### config.mk
export PLATFORM = sky130hd
export DESIGN_NAME = uartTop
export DESIGN_NICKNAME = d
export VERILOG_FILES = /design/src/verilog/uartBusPkg.sv /design/src/verilog/uartLinePkg.sv /design/src/verilog/uartFifo.sv /design/src/verilog/uartBaudGen.sv /design/src/verilog/uartTx.sv /design/src/verilog/uartRx.sv /design/src/verilog/uartRegs.sv /design/src/verilog/uartTop.sv
export VERILOG_INCLUDE_DIRS = /design/src /design/src/include
export SDC_FILE = /design/constraint.sdc
export NUM_CORES = 1
export LEC_CHECK = 0
export ABC_AREA = 1
export BUFFER_PORTS_ARGS = -buffer_cell sky130_fd_sc_hd__buf_2
export CORE_MARGIN = 2
export CORE_UTILIZATION = 55
export DETAILED_ROUTE_END_ITERATION = 10
export PLACE_DENSITY = 0.73
export SLEW_MARGIN = 10
export SYNTH_ARGS = -nofsm -noshare
export SYNTH_HDL_FRONTEND = slang
export SYNTH_HIERARCHICAL = 1
export SYNTH_SLANG_ARGS = --single-unit
### constraint.sdc
create_clock -name clk -period 6.01 [get_ports clk]
set_input_delay 0.601 -clock clk [delete_from_list [all_inputs] [get_ports clk]]
set_output_delay 0.601 -clock clk [all_outputs]
set_load 0.02 [all_outputs]
### src/include/uart_macros.svh
`ifndef UART_MACROS_SVH
`define UART_MACROS_SVH

// register byte offsets on the 4-bit bus address
`define UART_REG_DATA    4'h0
`define UART_REG_STATUS  4'h4
`define UART_REG_CTRL    4'h8
`define UART_REG_BAUD    4'hC

// CTRL write-only clear bits, above the line config field
`define UART_CTRL_TXCLR  9
`define UART_CTRL_RXCLR  10

// fifo entries, transmit and receive alike
`define UART_FIFO_DEPTH     8
`define UART_TICKS_PER_BIT  16  // baud ticks per serial bit

`endif

### src/verilog/uartBusPkg.sv
package uartBusPkg;

	localparam logic [1:0] AXI_RESP_OKAY = 2'b00;

	// master to slave, no strobes
	typedef struct packed {
		logic        awvalid;
		logic [3:0]  awaddr;
		logic        wvalid;
		logic [31:0] wdata;
		logic        bready;
		logic        arvalid;
		logic [3:0]  araddr;
		logic        rready;
	} axilReq_t;

	// slave to master
	typedef struct packed {
		logic        awready;
		logic        wready;
		logic        bvalid;
		logic [1:0]  bresp;
		logic        arready;
		logic        rvalid;
		logic [31:0] rdata;
		logic [1:0]  rresp;
	} axilRsp_t;

	// STATUS word with txEmpty in bit 0
	typedef struct packed {
		logic txBusy;
		logic frameErr;
		logic parityErr;
		logic overrun;
		logic rxFull;
		logic rxEmpty;
		logic txFull;
		logic txEmpty;
	} uartStatus_t;

endpackage

### src/verilog/uartLinePkg.sv
package uartLinePkg;

	// parity select codes, anything not listed means none
	typedef enum logic [2:0] {
		PAR_NONE  = 3'b000,
		PAR_ODD   = 3'b001,
		PAR_EVEN  = 3'b011,
		PAR_MARK  = 3'b101,
		PAR_SPACE = 3'b111
	} parity_e;

	typedef struct packed {
		logic [3:0] wordLength;  // 5..8
		parity_e    parity;
		logic       twoStop;
		logic       txBreak;
	} lineCfg_t;

	// flags above the byte so the packed char maps straight onto DATA
	typedef struct packed {
		logic       breakDet;
		logic       frameErr;
		logic       parityErr;
		logic [7:0] data;
	} rxChar_t;

	// lengths outside 5..7 run as 8 bits
	function automatic logic [3:0] wordLen(input lineCfg_t cfg);
		return (cfg.wordLength inside {4'd5, 4'd6, 4'd7}) ? cfg.wordLength : 4'd8;
	endfunction

	function automatic logic hasParity(input parity_e p);
		return p inside {PAR_ODD, PAR_EVEN, PAR_MARK, PAR_SPACE};
	endfunction

	// expects masked data
	function automatic logic parityBit(input parity_e p, input logic [7:0] d);
		case (p)
			PAR_ODD:   return ~^d;
			PAR_EVEN:  return ^d;
			PAR_SPACE: return 1'b0;
			default:   return 1'b1;  // mark, or a stop bit when parity is off
		endcase
	endfunction

	// keep the low n bits
	function automatic logic [7:0] maskData(input logic [3:0] n, input logic [7:0] d);
		logic [7:0] m;
		m = 8'hFF >> (4'd8 - n);
		return d & m;
	endfunction

endpackage

### src/verilog/uartFifo.sv
`include "uart_macros.svh"
`timescale 1ns/100ps

module uartFifo #(
	parameter type payload_t = logic [7:0],
	parameter int  DEPTH     = `UART_FIFO_DEPTH
) (
	input  logic                       clk,
	input  logic                       rst,
	input  logic                       push,
	input  payload_t                   din,
	input  logic                       pop,
	output payload_t                   dout,
	output logic                       full,
	output logic                       empty,
	output logic [$clog2(DEPTH+1)-1:0] count
);
	localparam int AW = (DEPTH > 1) ? $clog2(DEPTH) : 1;
	localparam int CW = $clog2(DEPTH + 1);

	payload_t      mem [DEPTH];
	logic [AW-1:0] wrPtr;
	logic [AW-1:0] rdPtr;
	logic          doPush;
	logic          doPop;

	// wrap at DEPTH, depth need not be a power of two
	function automatic logic [AW-1:0] nextPtr(input logic [AW-1:0] p);
		return (p == AW'(DEPTH - 1)) ? '0 : p + 1'b1;
	endfunction

	assign full   = count == CW'(DEPTH);
	assign empty  = count == '0;
	assign doPush = push && !full;   // push into full is lost
	assign doPop  = pop && !empty;   // pop of empty does nothing
	assign dout   = mem[rdPtr];      // head shown with no read delay

	always_ff @(posedge clk) begin
		if (rst) begin
			wrPtr <= '0;
			rdPtr <= '0;
			count <= '0;
		end else begin
			if (doPush)
				wrPtr <= nextPtr(wrPtr);
			if (doPop)
				rdPtr <= nextPtr(rdPtr);
			case ({doPush, doPop})
				2'b10:   count <= count + 1'b1;
				2'b01:   count <= count - 1'b1;
				default: count <= count;  // none, or both at once
			endcase
		end
	end

	always_ff @(posedge clk)
		if (doPush)
			mem[wrPtr] <= din;

endmodule

### src/verilog/uartBaudGen.sv
`timescale 1ns/100ps

module uartBaudGen (
	input  logic        clk,
	input  logic        rst,
	input  logic [15:0] divisor,
	output logic        baudTick
);
	logic [15:0] cnt;  // counts down to zero

	// one tick every divisor+1 clocks
	always_ff @(posedge clk) begin
		if (rst) begin
			cnt      <= '0;
			baudTick <= 1'b0;
		end else if (cnt == '0) begin
			cnt      <= divisor;  // divisor changes land only here
			baudTick <= 1'b1;
		end else begin
			cnt      <= cnt - 16'd1;
			baudTick <= 1'b0;
		end
	end

endmodule

### src/verilog/uartTx.sv
`include "uart_macros.svh"
`timescale 1ns/100ps

module uartTx (
	input  logic                  clk,
	input  logic                  rst,
	input  logic                  baudTick,  // 16x bit rate
	input  uartLinePkg::lineCfg_t cfg,
	input  logic                  cts,
	input  logic                  clear,
	input  logic [7:0]            fifoData,
	input  logic                  fifoEmpty,
	output logic                  fifoPop,
	output logic                  busy,
	output logic                  txd
);
	import uartLinePkg::*;

	localparam int TPB = `UART_TICKS_PER_BIT;

	typedef enum logic {IDLE, CNT} txState_e;

	txState_e    state;
	logic [7:0]  cnt;        // ticks into the frame
	logic [11:0] shiftReg;   // bit 0 goes out next
	logic [11:0] frame;
	logic [3:0]  wl;
	logic [7:0]  txByte;
	logic        parBit;
	logic [3:0]  frameBits;
	logic [7:0]  lastCnt;
	logic        start;
	logic        bitEnd;

	// ==================================================
	// frame build
	// ==================================================
	assign wl     = wordLen(cfg);
	assign txByte = maskData(wl, fifoData);  // mask before parity
	assign parBit = parityBit(cfg.parity, txByte);

	// stop bits and idle fill are the ones above the parity slot
	always_comb begin
		if (cfg.txBreak)
			frame = '0;  // whole frame low, stop bits too
		else begin
			case (wl)
				4'd5:    frame = {5'b11111, parBit, txByte[4:0], 1'b0};
				4'd6:    frame = {4'b1111, parBit, txByte[5:0], 1'b0};
				4'd7:    frame = {3'b111, parBit, txByte[6:0], 1'b0};
				default: frame = {2'b11, parBit, txByte, 1'b0};
			endcase
		end
	end

	// start + data + parity + stops
	assign frameBits = 4'd1 + wl + 4'(hasParity(cfg.parity)) + (cfg.twoStop ? 4'd2 : 4'd1);
	assign lastCnt   = 8'(frameBits * TPB - 1);

	assign bitEnd  = cnt[$clog2(TPB)-1:0] == '1;  // last tick of a bit
	assign start   = baudTick && state == IDLE && !clear && (cfg.txBreak || (!fifoEmpty && cts));
	assign fifoPop = start && !cfg.txBreak;      // break leaves queued bytes alone

	// ==================================================
	// idle / counting machine
	// ==================================================
	always_ff @(posedge clk) begin
		if (rst || clear) begin
			state    <= IDLE;
			cnt      <= '0;
			shiftReg <= '1;
		end else begin
			case (state)
				IDLE: begin
					cnt <= '0;
					if (start) begin
						state    <= CNT;
						shiftReg <= frame;  // head byte taken on the pop edge
					end else if (!cfg.txBreak) begin
						shiftReg <= '1;     // back to mark once break drops
					end
				end
				CNT: begin
					if (baudTick) begin
						cnt <= cnt + 8'd1;
						if (bitEnd)
							shiftReg <= {~cfg.txBreak, shiftReg[11:1]};  // LSB first
						if (cnt == lastCnt)
							state <= IDLE;
					end
				end
				default: state <= IDLE;
			endcase
		end
	end

	// output flop, busy kept in step with txd
	always_ff @(posedge clk) begin
		if (rst) begin
			txd  <= 1'b1;
			busy <= 1'b0;
		end else begin
			txd  <= shiftReg[0];
			busy <= state == CNT;
		end
	end

endmodule

### src/verilog/uartRx.sv
`include "uart_macros.svh"
`timescale 1ns/100ps

module uartRx (
	input  logic                  clk,
	input  logic                  rst,
	input  logic                  baudTick,
	input  uartLinePkg::lineCfg_t cfg,
	input  logic                  rxd,     // async line
	output logic                  push,
	output uartLinePkg::rxChar_t  rxChar
);
	import uartLinePkg::*;

	localparam int TPB = `UART_TICKS_PER_BIT;
	localparam int TW  = $clog2(TPB);

	typedef enum logic [2:0] {IDLE, START, DATA, PARITY, STOP} rxState_e;

	rxState_e      state;
	logic [1:0]    rxSync;    // two flop synchronizer
	logic          rxPrev;    // for the falling edge
	logic          rxIn;
	logic [TW-1:0] tickCnt;
	logic [2:0]    bitIdx;
	logic [7:0]    dataReg;
	logic          parRx;
	logic [3:0]    wl;
	logic          sample;

	assign rxIn   = rxSync[1];
	assign wl     = wordLen(cfg);
	assign sample = baudTick && tickCnt == TW'(TPB - 1);  // mid bit, 16 ticks on

	always_ff @(posedge clk) begin
		if (rst) begin
			rxSync <= 2'b11;
			rxPrev <= 1'b1;
		end else begin
			rxSync <= {rxSync[0], rxd};
			rxPrev <= rxIn;
		end
	end

	// ==================================================
	// character FSM
	// ==================================================
	always_ff @(posedge clk) begin
		if (rst) begin
			state   <= IDLE;
			tickCnt <= '0;
			bitIdx  <= '0;
			push    <= 1'b0;
		end else begin
			push <= 1'b0;
			if (baudTick)
				tickCnt <= tickCnt + 1'b1;  // wraps every bit time
			case (state)
				IDLE: begin
					tickCnt <= '0;
					if (rxPrev && !rxIn)
						state <= START;
				end
				START: begin
					if (baudTick && tickCnt == TW'(TPB / 2 - 1)) begin
						tickCnt <= '0;             // realign on mid start bit
						bitIdx  <= '0;
						state   <= rxIn ? IDLE : DATA;  // high again means a glitch
					end
				end
				DATA: begin
					if (sample) begin
						bitIdx <= bitIdx + 3'd1;
						if (bitIdx == 3'(wl - 4'd1))
							state <= hasParity(cfg.parity) ? PARITY : STOP;
					end
				end
				PARITY: begin
					if (sample)
						state <= STOP;
				end
				STOP: begin
					if (sample) begin
						push  <= 1'b1;  // one stop checked, a second one reads as idle
						state <= IDLE;
					end
				end
				default: state <= IDLE;
			endcase
		end
	end

	// assembly and checks
	always_ff @(posedge clk) begin
		if (state == START) begin
			dataReg <= '0;    // unused upper bits stay zero
			parRx   <= 1'b0;  // zero without parity so break check still holds
		end else if (sample && state == DATA) begin
			dataReg[bitIdx] <= rxIn;
		end else if (sample && state == PARITY) begin
			parRx <= rxIn;
		end
		if (sample && state == STOP) begin
			rxChar.data      <= dataReg;
			rxChar.parityErr <= hasParity(cfg.parity) && parRx != parityBit(cfg.parity, dataReg);
			rxChar.frameErr  <= !rxIn;  // stop must be high
			rxChar.breakDet  <= dataReg == '0 && !parRx && !rxIn;
		end
	end

endmodule

### src/verilog/uartRegs.sv
`include "uart_macros.svh"
`timescale 1ns/100ps

module uartRegs (
	input  logic                  clk,
	input  logic                  rst,
	input  uartBusPkg::axilReq_t  axilReq,
	output uartBusPkg::axilRsp_t  axilRsp,
	output logic                  txPush,
	output logic [7:0]            txData,
	input  logic                  txFull,
	input  logic                  txEmpty,
	input  logic                  txBusy,
	output logic                  txClear,
	output logic                  rxPop,
	input  uartLinePkg::rxChar_t  rxHead,
	input  logic                  rxEmpty,
	input  logic                  rxFull,
	input  logic                  rxPush,
	output logic                  rxClear,
	output uartLinePkg::lineCfg_t cfg,
	output logic [15:0]           divisor
);
	import uartBusPkg::*;
	import uartLinePkg::*;

	logic        live;     // low for the first cycle out of reset
	logic        wrHs;
	logic        rdHs;
	logic        ctrlWr;
	logic        bvalid;
	logic        rvalid;
	logic [31:0] rdata;
	logic [31:0] rdMux;
	logic        stickyOverrun;
	logic        stickyParity;
	logic        stickyFrame;
	uartStatus_t status;

	// ==================================================
	// AXI4-Lite channels
	// ==================================================
	// aw and w taken together, never while a response is pending
	assign wrHs = live && axilReq.awvalid && axilReq.wvalid && !bvalid;
	assign rdHs = live && axilReq.arvalid && !rvalid;

	always_comb begin
		axilRsp.awready = wrHs;
		axilRsp.wready  = wrHs;
		axilRsp.bvalid  = bvalid;
		axilRsp.bresp   = AXI_RESP_OKAY;  // no error responses
		axilRsp.arready = live && !rvalid;
		axilRsp.rvalid  = rvalid;
		axilRsp.rdata   = rdata;
		axilRsp.rresp   = AXI_RESP_OKAY;
	end

	// fifo strobes fire on the handshake cycle
	assign txPush  = wrHs && axilReq.awaddr == `UART_REG_DATA;  // full fifo drops it
	assign txData  = axilReq.wdata[7:0];
	assign ctrlWr  = wrHs && axilReq.awaddr == `UART_REG_CTRL;
	assign txClear = ctrlWr && axilReq.wdata[`UART_CTRL_TXCLR];
	assign rxClear = ctrlWr && axilReq.wdata[`UART_CTRL_RXCLR];
	assign rxPop   = rdHs && axilReq.araddr == `UART_REG_DATA;

	// ==================================================
	// status and read mux
	// ==================================================
	always_comb begin
		status.txEmpty   = txEmpty;
		status.txFull    = txFull;
		status.rxEmpty   = rxEmpty;
		status.rxFull    = rxFull;
		status.overrun   = stickyOverrun;
		status.parityErr = stickyParity || (!rxEmpty && rxHead.parityErr);  // head counts too
		status.frameErr  = stickyFrame || (!rxEmpty && rxHead.frameErr);
		status.txBusy    = txBusy;
	end

	always_comb begin
		case (axilReq.araddr)
			`UART_REG_DATA:   rdMux = rxEmpty ? '0 : 32'(rxHead);  // flags in 10:8
			`UART_REG_STATUS: rdMux = 32'(status);
			`UART_REG_CTRL:   rdMux = 32'(cfg);
			`UART_REG_BAUD:   rdMux = 32'(divisor);
			default:          rdMux = '0;
		endcase
	end

	always_ff @(posedge clk)
		if (rdHs)
			rdata <= rdMux;  // held until rready

	// ==================================================
	// control state
	// ==================================================
	always_ff @(posedge clk) begin
		if (rst) begin
			live          <= 1'b0;
			bvalid        <= 1'b0;
			rvalid        <= 1'b0;
			cfg           <= '{wordLength: 4'd8, parity: PAR_NONE, twoStop: 1'b0, txBreak: 1'b0};
			divisor       <= 16'd0;
			stickyOverrun <= 1'b0;
			stickyParity  <= 1'b0;
			stickyFrame   <= 1'b0;
		end else begin
			live <= 1'b1;
			if (wrHs)
				bvalid <= 1'b1;
			else if (axilReq.bready)
				bvalid <= 1'b0;
			if (rdHs)
				rvalid <= 1'b1;
			else if (axilReq.rready)
				rvalid <= 1'b0;
			if (ctrlWr)
				cfg <= lineCfg_t'(axilReq.wdata[8:0]);  // clear bits are not stored
			if (wrHs && axilReq.awaddr == `UART_REG_BAUD)
				divisor <= axilReq.wdata[15:0];
			// STATUS read clears, a set in the same cycle wins
			if (rdHs && axilReq.araddr == `UART_REG_STATUS) begin
				stickyOverrun <= 1'b0;
				stickyParity  <= 1'b0;
				stickyFrame   <= 1'b0;
			end
			if (rxPush && rxFull)
				stickyOverrun <= 1'b1;  // char dropped by the fifo
			if (rxPop && !rxEmpty) begin
				if (rxHead.parityErr)
					stickyParity <= 1'b1;
				if (rxHead.frameErr)
					stickyFrame <= 1'b1;
			end
		end
	end

endmodule

### src/verilog/uartTop.sv
`timescale 1ns/100ps

module uartTop (
	input  logic                 clk,
	input  logic                 rst,
	input  uartBusPkg::axilReq_t axilReq,
	output uartBusPkg::axilRsp_t axilRsp,
	output logic                 txd,
	input  logic                 rxd,
	input  logic                 cts
);
	import uartLinePkg::*;

	lineCfg_t    cfg;
	logic [15:0] divisor;
	logic        baudTick;

	// transmit side
	logic        txPush;
	logic [7:0]  txData;
	logic        txFull;
	logic        txEmpty;
	logic        txBusy;
	logic        txClear;
	logic        txPop;
	logic [7:0]  txHead;

	// receive side
	logic        rxPop;
	rxChar_t     rxHead;
	logic        rxEmpty;
	logic        rxFull;
	logic        rxPush;
	logic        rxClear;
	rxChar_t     rxChar;

	uartRegs uartRegs_inst (
		.clk(clk), .rst(rst), .axilReq(axilReq), .axilRsp(axilRsp),
		.txPush(txPush), .txData(txData), .txFull(txFull), .txEmpty(txEmpty),
		.txBusy(txBusy), .txClear(txClear), .rxPop(rxPop), .rxHead(rxHead),
		.rxEmpty(rxEmpty), .rxFull(rxFull), .rxPush(rxPush), .rxClear(rxClear),
		.cfg(cfg), .divisor(divisor)
	);

	uartBaudGen uartBaudGen_inst (.clk(clk), .rst(rst), .divisor(divisor), .baudTick(baudTick));

	// clear bits act as a one cycle reset of each fifo
	uartFifo #(.payload_t(logic [7:0])) txFifo_inst (
		.clk(clk), .rst(rst | txClear), .push(txPush), .din(txData), .pop(txPop),
		.dout(txHead), .full(txFull), .empty(txEmpty), .count()
	);

	uartFifo #(.payload_t(rxChar_t)) rxFifo_inst (
		.clk(clk), .rst(rst | rxClear), .push(rxPush), .din(rxChar), .pop(rxPop),
		.dout(rxHead), .full(rxFull), .empty(rxEmpty), .count()
	);

	uartTx uartTx_inst (
		.clk(clk), .rst(rst), .baudTick(baudTick), .cfg(cfg), .cts(cts), .clear(txClear),
		.fifoData(txHead), .fifoEmpty(txEmpty), .fifoPop(txPop), .busy(txBusy), .txd(txd)
	);

	uartRx uartRx_inst (
		.clk(clk), .rst(rst), .baudTick(baudTick), .cfg(cfg), .rxd(rxd),
		.push(rxPush), .rxChar(rxChar)
	);

endmodule

== Word level (Yosys, flattened, before mapping) ==
Memories as Yosys holds them, arrays and structs flattened. A register that Yosys moved wholly into a read port is not among the register bits.
Cells that the tools add are included.

* $add $sub $neg: 18
* Shifts and indexed selects: 1
* Muxes and demuxes: 68
* Bitwise gates (word level): 7
* Reductions and logical operators: 73
* Equal/unequal tests: 44
* $lt $le $gt $ge: 2

{| class="wikitable"
|+ Operators with widths
! operator !! number
|-
| $pmux 32 s4 || 1
|-
| $mux 12 || 5
|-
| $mux 3 || 17
|-
| $logic_and 1x1->1 || 35
|-
| $eq 4x3->1 const B || 8
|-
| $eq 4x4->1 const B || 8
|-
| $pmux 10 s3 || 1
|-
| $mux 1 || 24
|-
| $pmux 12 s2 || 1
|-
| $pmux 4 s2 || 3
|-
| $eq 3x3->1 const B || 7
|-
| $logic_not 16->1 || 1
|-
| $logic_not 4->1 || 4
|-
| $mux 16 || 1
|-
| $pmux 8 s2 || 1
|-
| $reduce_xnor 8->1 || 2
|-
| $reduce_xor 8->1 || 2
|-
| $sub 16x1->16 const B || 1
|-
| $add 3x1->3 const B || 5
|-
| $pmux 3 s5 || 1
|-
| $add 4x1->4 const B || 3
|-
| $mux 4 || 3
|-
| $ne 2x1->1 const B || 6
|-
| $reduce_bool 2->1 || 6
|-
| 41 further kinds || 67
|}

* Bits of input ports: 49
* Bits in registers: 157
* RAM bits: 152
* Output and inout bits: 42
* Word-level logic and storage cells: 252
* Memories: 2

{| class="wikitable"
|+ Memories
! memory !! depth !! width !! rd ports !! clocked after Yosys merged registers in !! wr ports !! RTL line !! RTL
|-
| rxFifo_inst.mem || 8 || 11 || 1 || 1 || 1 || uartFifo.sv:21 || <nowiki>payload_t mem [DEPTH];</nowiki>
|-
| txFifo_inst.mem || 8 || 8 || 1 || 1 || 1 || uartFifo.sv:21 ||
|}

== Logic depth before layout (Yosys ltp) ==
Gate-level depths: netlist of run 1.

* Depth in word-level cells: 12
* Depth in mapped cells: 24
* Depth with buffers taken out: 24

== By module ==
The synthesis of run 1 kept the hierarchy.

{| class="wikitable"
|+ Modules (own cells, without submodules)
! module !! cells an instance !! instances !! area an instance (um^2) !! seq. area each (um^2)
|-
| uartFifo (rxFifo_inst) || 344 || 1 || 4152.7 || 2902.8
|-
| uartFifo (txFifo_inst) || 275 || 1 || 3229.3 || 2182.1
|-
| uartRegs || 327 || 1 || 2526.2 || 1101.1
|-
| uartTx || 269 || 1 || 1776.7 || 460.4
|-
| uartRx || 196 || 1 || 1690.4 || 790.8
|-
| uartBaudGen || 179 || 1 || 1102.3 || 340.3
|-
| uartTop || 5 || 1 || 18.8 || 0.0
|}

== Worst setup path before layout of run 1 ==
Ideal clock, no wire load.

* Kind: input to register
* Start: input axilReq[5] (netlist name)
* End: register rxFifo_inst.count[2]
* Setup slack: 3098 ps
* Arrival: 2799 ps
* Cell stages on the path: 15
* Path buffers: 0
* Cells stage by stage: nand2_1 > nor2_1 > inv_1 > nor2_1 > nand2_1 > inv_2 > ha_1 > nand2_1 > inv_2 > nor2_4 > ha_1 > a21oi_1 > xnor2_1 > o21ai_1 > inv_1

* Longest elaborated chain between the ends: 6

{| class="wikitable"
|+ Ends and longest elaborated chain
! what !! RTL line !! RTL
|-
| from (decl) || uartTop.sv:6 || <nowiki>input uartBusPkg::axilReq_t axilReq,</nowiki>
|-
| $logic_and 1x1->1 * (2 in a row) || uartRegs.sv:45 || <nowiki>assign rdHs = live && axilReq.arvalid && !rvalid;</nowiki>
|-
| net uartRegs_inst.rdHs || uartRegs.sv:29 || <nowiki>logic rdHs;</nowiki>
|-
| $logic_and 1x1->1 (no source line) * || - ||
|-
| net rxPop || uartTop.sv:29 || <nowiki>logic rxPop;</nowiki>
|-
| $logic_and 1x1->1 * || uartFifo.sv:35 || <nowiki>assign doPop = pop && !empty;</nowiki>
|-
| $eq 2x1->1 / $eq 2x2->1 (equally long branches) || uartFifo.sv:48 || <nowiki>case ({doPush, doPop})</nowiki>
|-
| $pmux 4 s2 / $reduce_bool 2->1 (equally long branches) || - ||
|-
| to (signal assigned) || uartFifo.sv:49 || <nowiki>2'b10: count <= count + 1'b1;</nowiki>
|-
| to (signal assigned) || uartFifo.sv:50 || <nowiki>2'b01: count <= count - 1'b1;</nowiki>
|-
| to (signal assigned) || uartFifo.sv:51 || <nowiki>default: count <= count;</nowiki>
|-
| to (decl) || uartFifo.sv:16 || <nowiki>output logic [$clog2(DEPTH+1)-1:0] count</nowiki>
|}

The timed path passes the listed nets; every way through them passes the cells marked *.
A chain may end at the register's enable or synchronous reset.

== Final worst setup path of run 1 ==
* Start: register uartRegs_inst.live
* End: register txFifo_inst.count[2]

* Longest elaborated chain between the ends: 12

{| class="wikitable"
|+ Ends and longest elaborated chain
! what !! RTL line !! RTL
|-
| from (decl) || uartRegs.sv:27 || <nowiki>logic live;</nowiki>
|-
| from (signal assigned) || uartRegs.sv:99 || <nowiki>live <= 1'b0;</nowiki>
|-
| from (signal assigned) || uartRegs.sv:108 || <nowiki>live <= 1'b1;</nowiki>
|-
| $logic_and 1x1->1 * (3 in a row) || uartRegs.sv:44 || <nowiki>assign wrHs = live && axilReq.awvalid && axilReq.wvalid && !bvalid;</nowiki>
|-
| $logic_and 1x1->1 (no source line) * || - ||
|-
| $logic_and 1x1->1 * || uartRegs.sv:62 || <nowiki>assign txClear = ctrlWr && axilReq.wdata[`UART_CTRL_TXCLR];</nowiki>
|-
| net txClear || uartTop.sv:24 || <nowiki>logic txClear;</nowiki>
|-
| $logic_not 1->1 * || uartTx.sv:61 || <nowiki>assign start = baudTick && state == IDLE && !clear && (cfg.txBreak || (!fifoEmpty && cts));</nowiki>
|-
| $logic_and 1x1->1 * (2 in a row) || uartTx.sv:61 ||
|-
| $logic_and 1x1->1 * || uartTx.sv:62 || <nowiki>assign fifoPop = start && !cfg.txBreak;</nowiki>
|-
| net txPop || uartTop.sv:25 || <nowiki>logic txPop;</nowiki>
|-
| $logic_and 1x1->1 * || uartFifo.sv:35 ||
|-
| $eq 2x1->1 / $eq 2x2->1 (equally long branches) || uartFifo.sv:48 ||
|-
| $pmux 4 s2 / $reduce_bool 2->1 (equally long branches) || - ||
|-
| to (signal assigned) || uartFifo.sv:49 ||
|-
| to (signal assigned) || uartFifo.sv:50 ||
|-
| to (signal assigned) || uartFifo.sv:51 ||
|-
| to (decl) || uartFifo.sv:16 ||
|}

Marked as above.

==> results.toml, run 1 <==
[outcome]
status = "finished, final reports clean"

[sta]
setup_viol = 0
clock.fmax_ghz = 0.2691
finalCriticalPeriod_ns = 3.716
maxSlewHeadroom = 0.1933
maxSlewViolCount = 0
hold_violations = 0
tightest_slew_ns = 1.206
fin_ws_ns = 2.294
setup-tns-final_ns = 0
min_period_over_period = 0.6184
rsz0062_at_grt = "no"
skew_ns = 0.01885

[power_and_ir_drop]
peakVddDrop_uv = 275.6
p_seq_frac = 0.465
netSwitchingFraction = 0.2700
p_leak_nw = 6.308
p_sw_mw = 1.323
p_per_area_mw_per_mm2 = 311.5
comb_power_share = 0.152
clkPwrFrac = 0.383
p_int_mw = 3.577

[setup_path]
rrSetupSlack_ns = 2.29
critical_path.top_delay_family = "simple AND/OR/NAND/NOR gates"
cp-end-kind = "flop"
cp_num_buf_inv = 6
crit_fanout = 37
crit_slowest_cell = "nor2_4"
rr_endpoint = "txFifo_inst/count[2]$_SDFFE_PP0P_"
ff2ff_path_depth = 22
crit_type = "flop to flop"
worstPathRequired_ns = 6.45
r2r-start = "uartRegs_inst/live$_DFF_P_"
crit_path_cell_trace = "nand3_2 -> nor2_4 -> nand2_1 -> nor2_1 -> nor2_1 -> inv_1 -> nor2_1 -> inv_1 -> nor3_1 -> inv_1 -> nor2_1 -> nand2_1 -> inv_2 -> ha_1 -> nand2_1 -> clkinv_1 -> nor2_2 -> ha_1 -> a21oi_1 -> xnor2_1 -> o21ai_1 -> inv_1"
cp.arrival_ns = 4.16
cp-start-kind = "flop"
slowest_delay_ns = 0.58

[routing]
wl_um = 31760
dr.pass1.iters = 6
wl_per_cell_um = 15.93
final_antenna_net_count = 0
drt-vias-per-instance = 5.413
drc_errors = 0
drt_iter0_drc = 940
num_vias = 10788

[clock_network]
cts_root_buffer = "clkbuf_16"
clkTransAtPathRegs_ns = 0.06
cts_setup_buffers = 0
cts.sinks = 299
ctsResizeCount = 0
numCtsBuffers = 31
cts_tree = "done"
htree_levels = 1
cts_hold_buffers = 0
clockBufferDepth = 3
clk_latency_ns = 0.56

[floorplanning]
num_rows = 59
start_util = 0.5579
io_pins = 91
core_area_mm2 = 0.02598
die_w_um = 166.4
die_h_um = 166.4
die_area_mm2 = 0.02767

[placed_design]
hpwlAfterDp_um = 21890
place_area_mm2 = 0.01472
dp_cells = 1935
io_buffers = 54
globalplace.congestion = 0.9307
place_ws_ns = 2.213

[layout]
final_cells = 1993
fin_util = 0.6053
regArea_mm2 = 0.007777
final_net_count = 1716
fill_cells = 2173
n_antenna_cell = 0
multiInputGateArea_mm2 = 0.005505
layout-drive-gt1-share = 0.1194
finalInstanceArea_mm2 = 0.01573
area_growth_pct = 8.493

[grt]
antenna_found_initial = 0
grt_first_pass_wirelength_um = 51350
grt_pass1_vias = 10265
grt-ovfl-total = 0
grt_max_degree = 46
track_usage = 0.2265

[min_path]
hold_end = "uartRx_inst/rxSync[0]$_SDFF_PP1_"
min-delay-start = "rxd"
min_path_cells = 2
min_path_type = "input pin to flop"

[synth]
async_flop_share = 0
synth_area_mm2 = 0.01450
synthFlopType = "edfxtp_1"
synth-edff-count = 179
syn_avg_cell_area_um2 = 9.089
synth_cell_types = 56
synth-seq-cells = 299
yosys_warnings = 6
seq_area_frac_synth = 0.5365
syn_inst = 1595

[flow_run]
maxCapViolCount = 0
==> Yosys cell counts, types with 3 or more instances <==
| master | n | area share |
|---|---|---|
| nand2_1 | 283 | 0.073 |
| nand3_1 | 90 | 0.031 |
| buf_4 | 40 | 0.021 |
| o21ai_1 | 58 | 0.020 |
| clkbuf_1 | 5 | 0.0013 |
| edfxtp_1 | 179 | 0.37 |
| nor2_1 | 248 | 0.064 |
| buf_2 | 12 | 0.0041 |
| dfxtp_1 | 120 | 0.17 |
| o211ai_1 | 4 | 0.0021 |
| nand4_1 | 24 | 0.010 |
| or2_2 | 4 | 0.0017 |
| nor2_2 | 13 | 0.0056 |
| xnor2_1 | 19 | 0.011 |
| a21oi_1 | 75 | 0.026 |
| a211oi_1 | 3 | 0.0016 |
| buf_6 | 18 | 0.014 |
| nand2_4 | 4 | 0.0031 |
| nor4_1 | 3 | 0.0013 |
| mux2i_1 | 19 | 0.013 |
| o21a_1 | 5 | 0.0026 |
| nand3_2 | 7 | 0.0048 |
| nand2_2 | 9 | 0.0039 |
| nor3_1 | 10 | 0.0035 |
| o21ai_2 | 3 | 0.0018 |
| inv_1 | 147 | 0.038 |
| o21ai_0 | 52 | 0.018 |
| ha_1 | 33 | 0.028 |
| xor2_1 | 7 | 0.0042 |
| nor2_4 | 12 | 0.0093 |
| nand3b_1 | 14 | 0.0073 |
| clkinv_1 | 4 | 0.0010 |
| o22ai_1 | 21 | 0.0091 |
| inv_2 | 22 | 0.0057 |
==> cell families (layout without fill, tap and decap cells) <==
group,count (synthesis),count (layout),share of synthesized area
DFF,299,299,0.5365
other,1,20,0.0002587
muxes,19,19,0.01312
xor gates and xnor gates,26,26,0.01571
AOI/OAI and AO/OA,230,230,0.08657
and+or+nand+nor,732,732,0.2292
buffers and inverters,254,298,0.08881
adders and majority gates,34,34,0.02986
==> layout by cell type, fill, tap and decap left out, drive strengths merged, types with 7 or more instances in the layout <==
| cell | instances |
|---|---|
| nand2 | 296 |
| clkinv | 17 |
| a21oi | 76 |
| o21ai | 113 |
| nand3b | 15 |
| nand4 | 26 |
| buf | 65 |
| dfxtp | 120 |
| edfxtp | 179 |
| o22ai | 21 |
| nor2 | 273 |
| mux2i | 19 |
| ha | 33 |
| clkbuf | 40 |
| nor3 | 10 |
| nand3 | 99 |
| inv | 171 |
| xor2 | 7 |
| xnor2 | 19 |
| conb | 20 |
==> power groups by stage <==
stage                     Combinational, mW  Sequential [mW]  Clock (mW)
after global placement                0.717             2.32           0
after global routing                  0.857             2.28        2.00
after floorplan                       0.623             2.31           0
after detailed placement              0.738             2.32           0
final                                 0.743             2.28        1.88
after CTS                             0.743             2.28        1.91
==> metal layers <==
| layer | part of all wire | wire length (µm) | up-vias | global-route usage |
|---|---|---|---|---|
| met4 | 0.032 | 1020 | 0 | 0.07796 |
| met1 | 0.42 | 13250 | 5052 | 0.2970 |
| met5 | 0 | 0 | - | 0 |
| met2 | 0.49 | 15470 | 333 | 0.3888 |
| met3 | 0.064 | 2018 | 69 | 0.03098 |
| li1 | - | - | 5334 | - |
==> area by class of cell <==
type                            count  area share
Inverter                          175     0.04224
Clock inverter                     18     0.01074
Tap cell                          335     0.02665
Timing Repair Buffer               65     0.02243
Multi-Input combinational cell   1061      0.3500
Sequential cell                   299      0.4945
Clock buffer                       40     0.05338
==> per-stage QoR <==
| step | power, mW | hold WS (ns) |
|---|---|---|
| detailed placement | 3.057 | 0.3933 |
| global placement | 3.035 | 0.3912 |
| floorplan | 2.936 | 0.3895 |
| CTS | 4.934 | 0.2112 |
| global route | 5.136 | 0.2242 |
| finish | 4.899 | 0.2293 |
==> flip-flops by register name, indices dropped and copies added (netlist names), 4 cells and up, named ones only <==
register               cells
txFifo_inst/mem           64
uartRegs_inst/divisor     16
uartTx_inst/cnt            8
rxFifo_inst/count          4
uartTx_inst/shiftReg      12
txFifo_inst/count          4
uartRx_inst/tickCnt        4
uartRx_inst/rxChar        11
uartRx_inst/dataReg        8
uartBaudGen_inst/cnt      16
rxFifo_inst/mem           88
uartRegs_inst/cfg          9
uartRegs_inst/rdata       16
==> worst reg2reg max path, delay by kind of cell, from the launching register on <==
family	cells	cell delay (ns)
compound gates	2	0.16
xor+xnor	1	0.13
fa+ha+maj	2	0.40
buf+inv	6	0.50
flops	1	0.51
simple gates	11	1.90
==> worst max path at each step <==
stage / startpoint / endpoint / slack (ns) / depth (start not counted)
5_1_grt: uartRegs_inst/live$_DFF_P_ / txFifo_inst/count[2]$_SDFFE_PP0P_ / 1.96 / 22
3_5_place_dp: axilReq[39] / txFifo_inst/count[2]$_SDFFE_PP0P_ / 2.21 / 23
4_1_cts: uartRegs_inst/live$_DFF_P_ / txFifo_inst/count[2]$_SDFFE_PP0P_ / 2.34 / 22
2_1_floorplan: axilReq[5] / rxFifo_inst/count[2]$_SDFFE_PP0P_ / 3.10 / 15
6_report: uartRegs_inst/live$_DFF_P_ / txFifo_inst/count[2]$_SDFFE_PP0P_ / 2.29 / 22
3_3_place_gp: axilReq[39] / txFifo_inst/count[2]$_SDFFE_PP0P_ / 2.44 / 22
No activity file was read; power rests on OpenSTA's default activity.
==> run 2: changes to the inputs <==
- clock period: 6.01 -> 3.8 ns (I/O delays scaled with it)
==> run 2 against run 1 <==
Against the previous run: non-clock buffer count is 7 higher; via count is 0.88% higher; fmax is 22% higher; first-iteration DRC count is 10% lower; total power is 57% higher; routed wire length is 1.2% lower; critical path depth is 7 lower; clock power is 55% higher.
==> results.toml, run 2 (synthesis gave the netlist of run 1 again) <==
[outcome]
status = "finished, final reports clean"

[power_and_ir_drop]
clkPwrFrac = 0.380
p_seq_frac = 0.468
p_per_area_mw_per_mm2 = 487.7
finalPower_mw = 7.698
peakVddDrop_uv = 341.7
p_sw_mw = 2.106
comb_power_share = 0.152
p_int_mw = 5.592
p_leak_nw = 6.340
netSwitchingFraction = 0.2736

[layout]
finalInstanceArea_mm2 = 0.01579
final_net_count = 1723
area_growth_pct = 8.890
layout_common_cells = "nand2_1 (283), nor2_1 (247), edfxtp_1 (179)"
top_regs = "rxFifo_inst/mem: 88 flops, txFifo_inst/mem: 64 flops"
multiInputGateArea_mm2 = 0.005505
regArea_mm2 = 0.007777
layout-drive-gt1-share = 0.1213
largest_reg_flops = 88
fill_cells = 2192
largest_register = "rxFifo_inst/mem"
final_common_cell = "nand2_1"
n_antenna_cell = 0

[routing]
final_antenna_net_count = 0
num_vias = 10883
drt_iter0_drc = 842
dr.pass1.iters = 5
drt-vias-per-instance = 5.442
drc_errors = 0
wl_per_cell_um = 15.69
wl_um = 31380

[floorplanning]
io_pins = 91
die_w_um = 166.4
start_util = 0.5579
die_area_mm2 = 0.02767
core_area_mm2 = 0.02598
num_rows = 59
die_h_um = 166.4

[sta]
setup_viol = 0
finalCriticalPeriod_ns = 3.037
maxSlewViolCount = 0
setup-tns-final_ns = 0
clock.fmax_ghz = 0.3293
fin_ws_ns = 0.7629
skew_ns = 0.02693
hold_violations = 0
maxSlewHeadroom = 0.2014
rsz0062_at_grt = "no"
min_period_over_period = 0.7992
tightest_slew_ns = 1.193

[setup_path]
cp-startpoint = "uartRegs_inst/cfg[8]$_SDFFE_PP1N_"
cp.arrival_ns = 3.47
worstPathRequired_ns = 4.23
cp-end-kind = "flop"
r2r-start = "uartRegs_inst/cfg[8]$_SDFFE_PP1N_"
crit_fanout = 5
crit_type = "flop to flop"
cp-start-kind = "flop"

[flow_run]
maxCapViolCount = 0

[clock_network]
numCtsBuffers = 31
cts_root_buffer = "clkbuf_16"
clockBufferDepth = 3
cts.sinks = 299
cts_tree = "done"
clkTransAtPathRegs_ns = 0.06
htree_levels = 1
clk_latency_ns = 0.58
ctsResizeCount = 0

[grt]
antenna_found_initial = 0
grt_first_pass_wirelength_um = 51280
grt-ovfl-total = 0
track_usage = 0.2256
grt_pass1_vias = 10328
grt_max_degree = 37

[min_path]
min_path_type = "input pin to flop"
min-delay-start = "axilReq[15]"

[placed_design]
hpwlAfterDp_um = 22010
io_buffers = 54
place_area_mm2 = 0.01478
place_ws_ns = 0.7563
globalplace.congestion = 0.8749
==> run 2: worst max-delay path: stages, from the launching register on <==
cell     delay, ns
dfxtp_1       0.41
inv_2         0.07
nand2_1       0.10
nor2_1        0.21
inv_1         0.11
ha_1          0.30
inv_1         0.06
ha_1          0.15
inv_1         0.05
fa_1          0.47
ha_1          0.30
xnor2_1       0.12
nor4_1        0.28
nand3_1       0.11
nand2_1       0.07
o21ai_0       0.07
==> run 2: worst paths after layout <==
check	end	slack [ns]	cells after the start
min	uartRegs_inst/cfg[8]$_SDFFE_PP1N_	0.06	3
max	uartTx_inst/state$_SDFF_PP0_	0.76	15
max reg2reg	uartTx_inst/state$_SDFF_PP0_	0.76	15
min reg2reg	uartRx_inst/rxSync[1]$_SDFF_PP1_	0.41	1
==> run 2: final cells by class <==
type,instances,area share
flip-flops and latches,299,0.4927
repair buffers,72,0.02663
multi-input cells,1061,0.3488
well taps,335,0.02655
clock inverters,7,0.003646
clock buffers,51,0.05961
inverters,175,0.04209
==> run 2: power groups by stage <==
stage | Sequential (mW) | Combinational [mW] | Clock, mW
after floorplan | 3.66 | 0.985 | 0
after global placement | 3.67 | 1.14 | 0
after detailed placement | 3.67 | 1.16 | 0
after CTS | 3.60 | 1.17 | 2.98
after global routing | 3.61 | 1.35 | 3.11
final | 3.60 | 1.17 | 2.92
==> run 2: per-stage QoR <==
stage,utilization,std cells,hold WS (ns)
floorplan,-,1614,0.3895
global placement,0.5687,1941,0.3921
detailed placement,0.5687,1941,0.3940
CTS,0.6075,2000,0.03957
global route,0.6075,2000,0.05650
finish,0.6075,2000,0.06100
==> run 2: layer usage <==
layer	global-route usage	vias to the layer above	part of all wire
li1	-	5355	-
met1	0.3023	5164	0.44
met2	0.3796	296	0.48
met3	0.02860	68	0.050
met4	0.08096	0	0.031
met5	0	-	0
==> run 2: what timing repair did <==
| item | in CTS | in global routing |
|---|---|---|
| hold buffers | 1 | 0 |
| endpoints found under the hold margin | 1 | 0 |
| setup buffers | 0 | 0 |
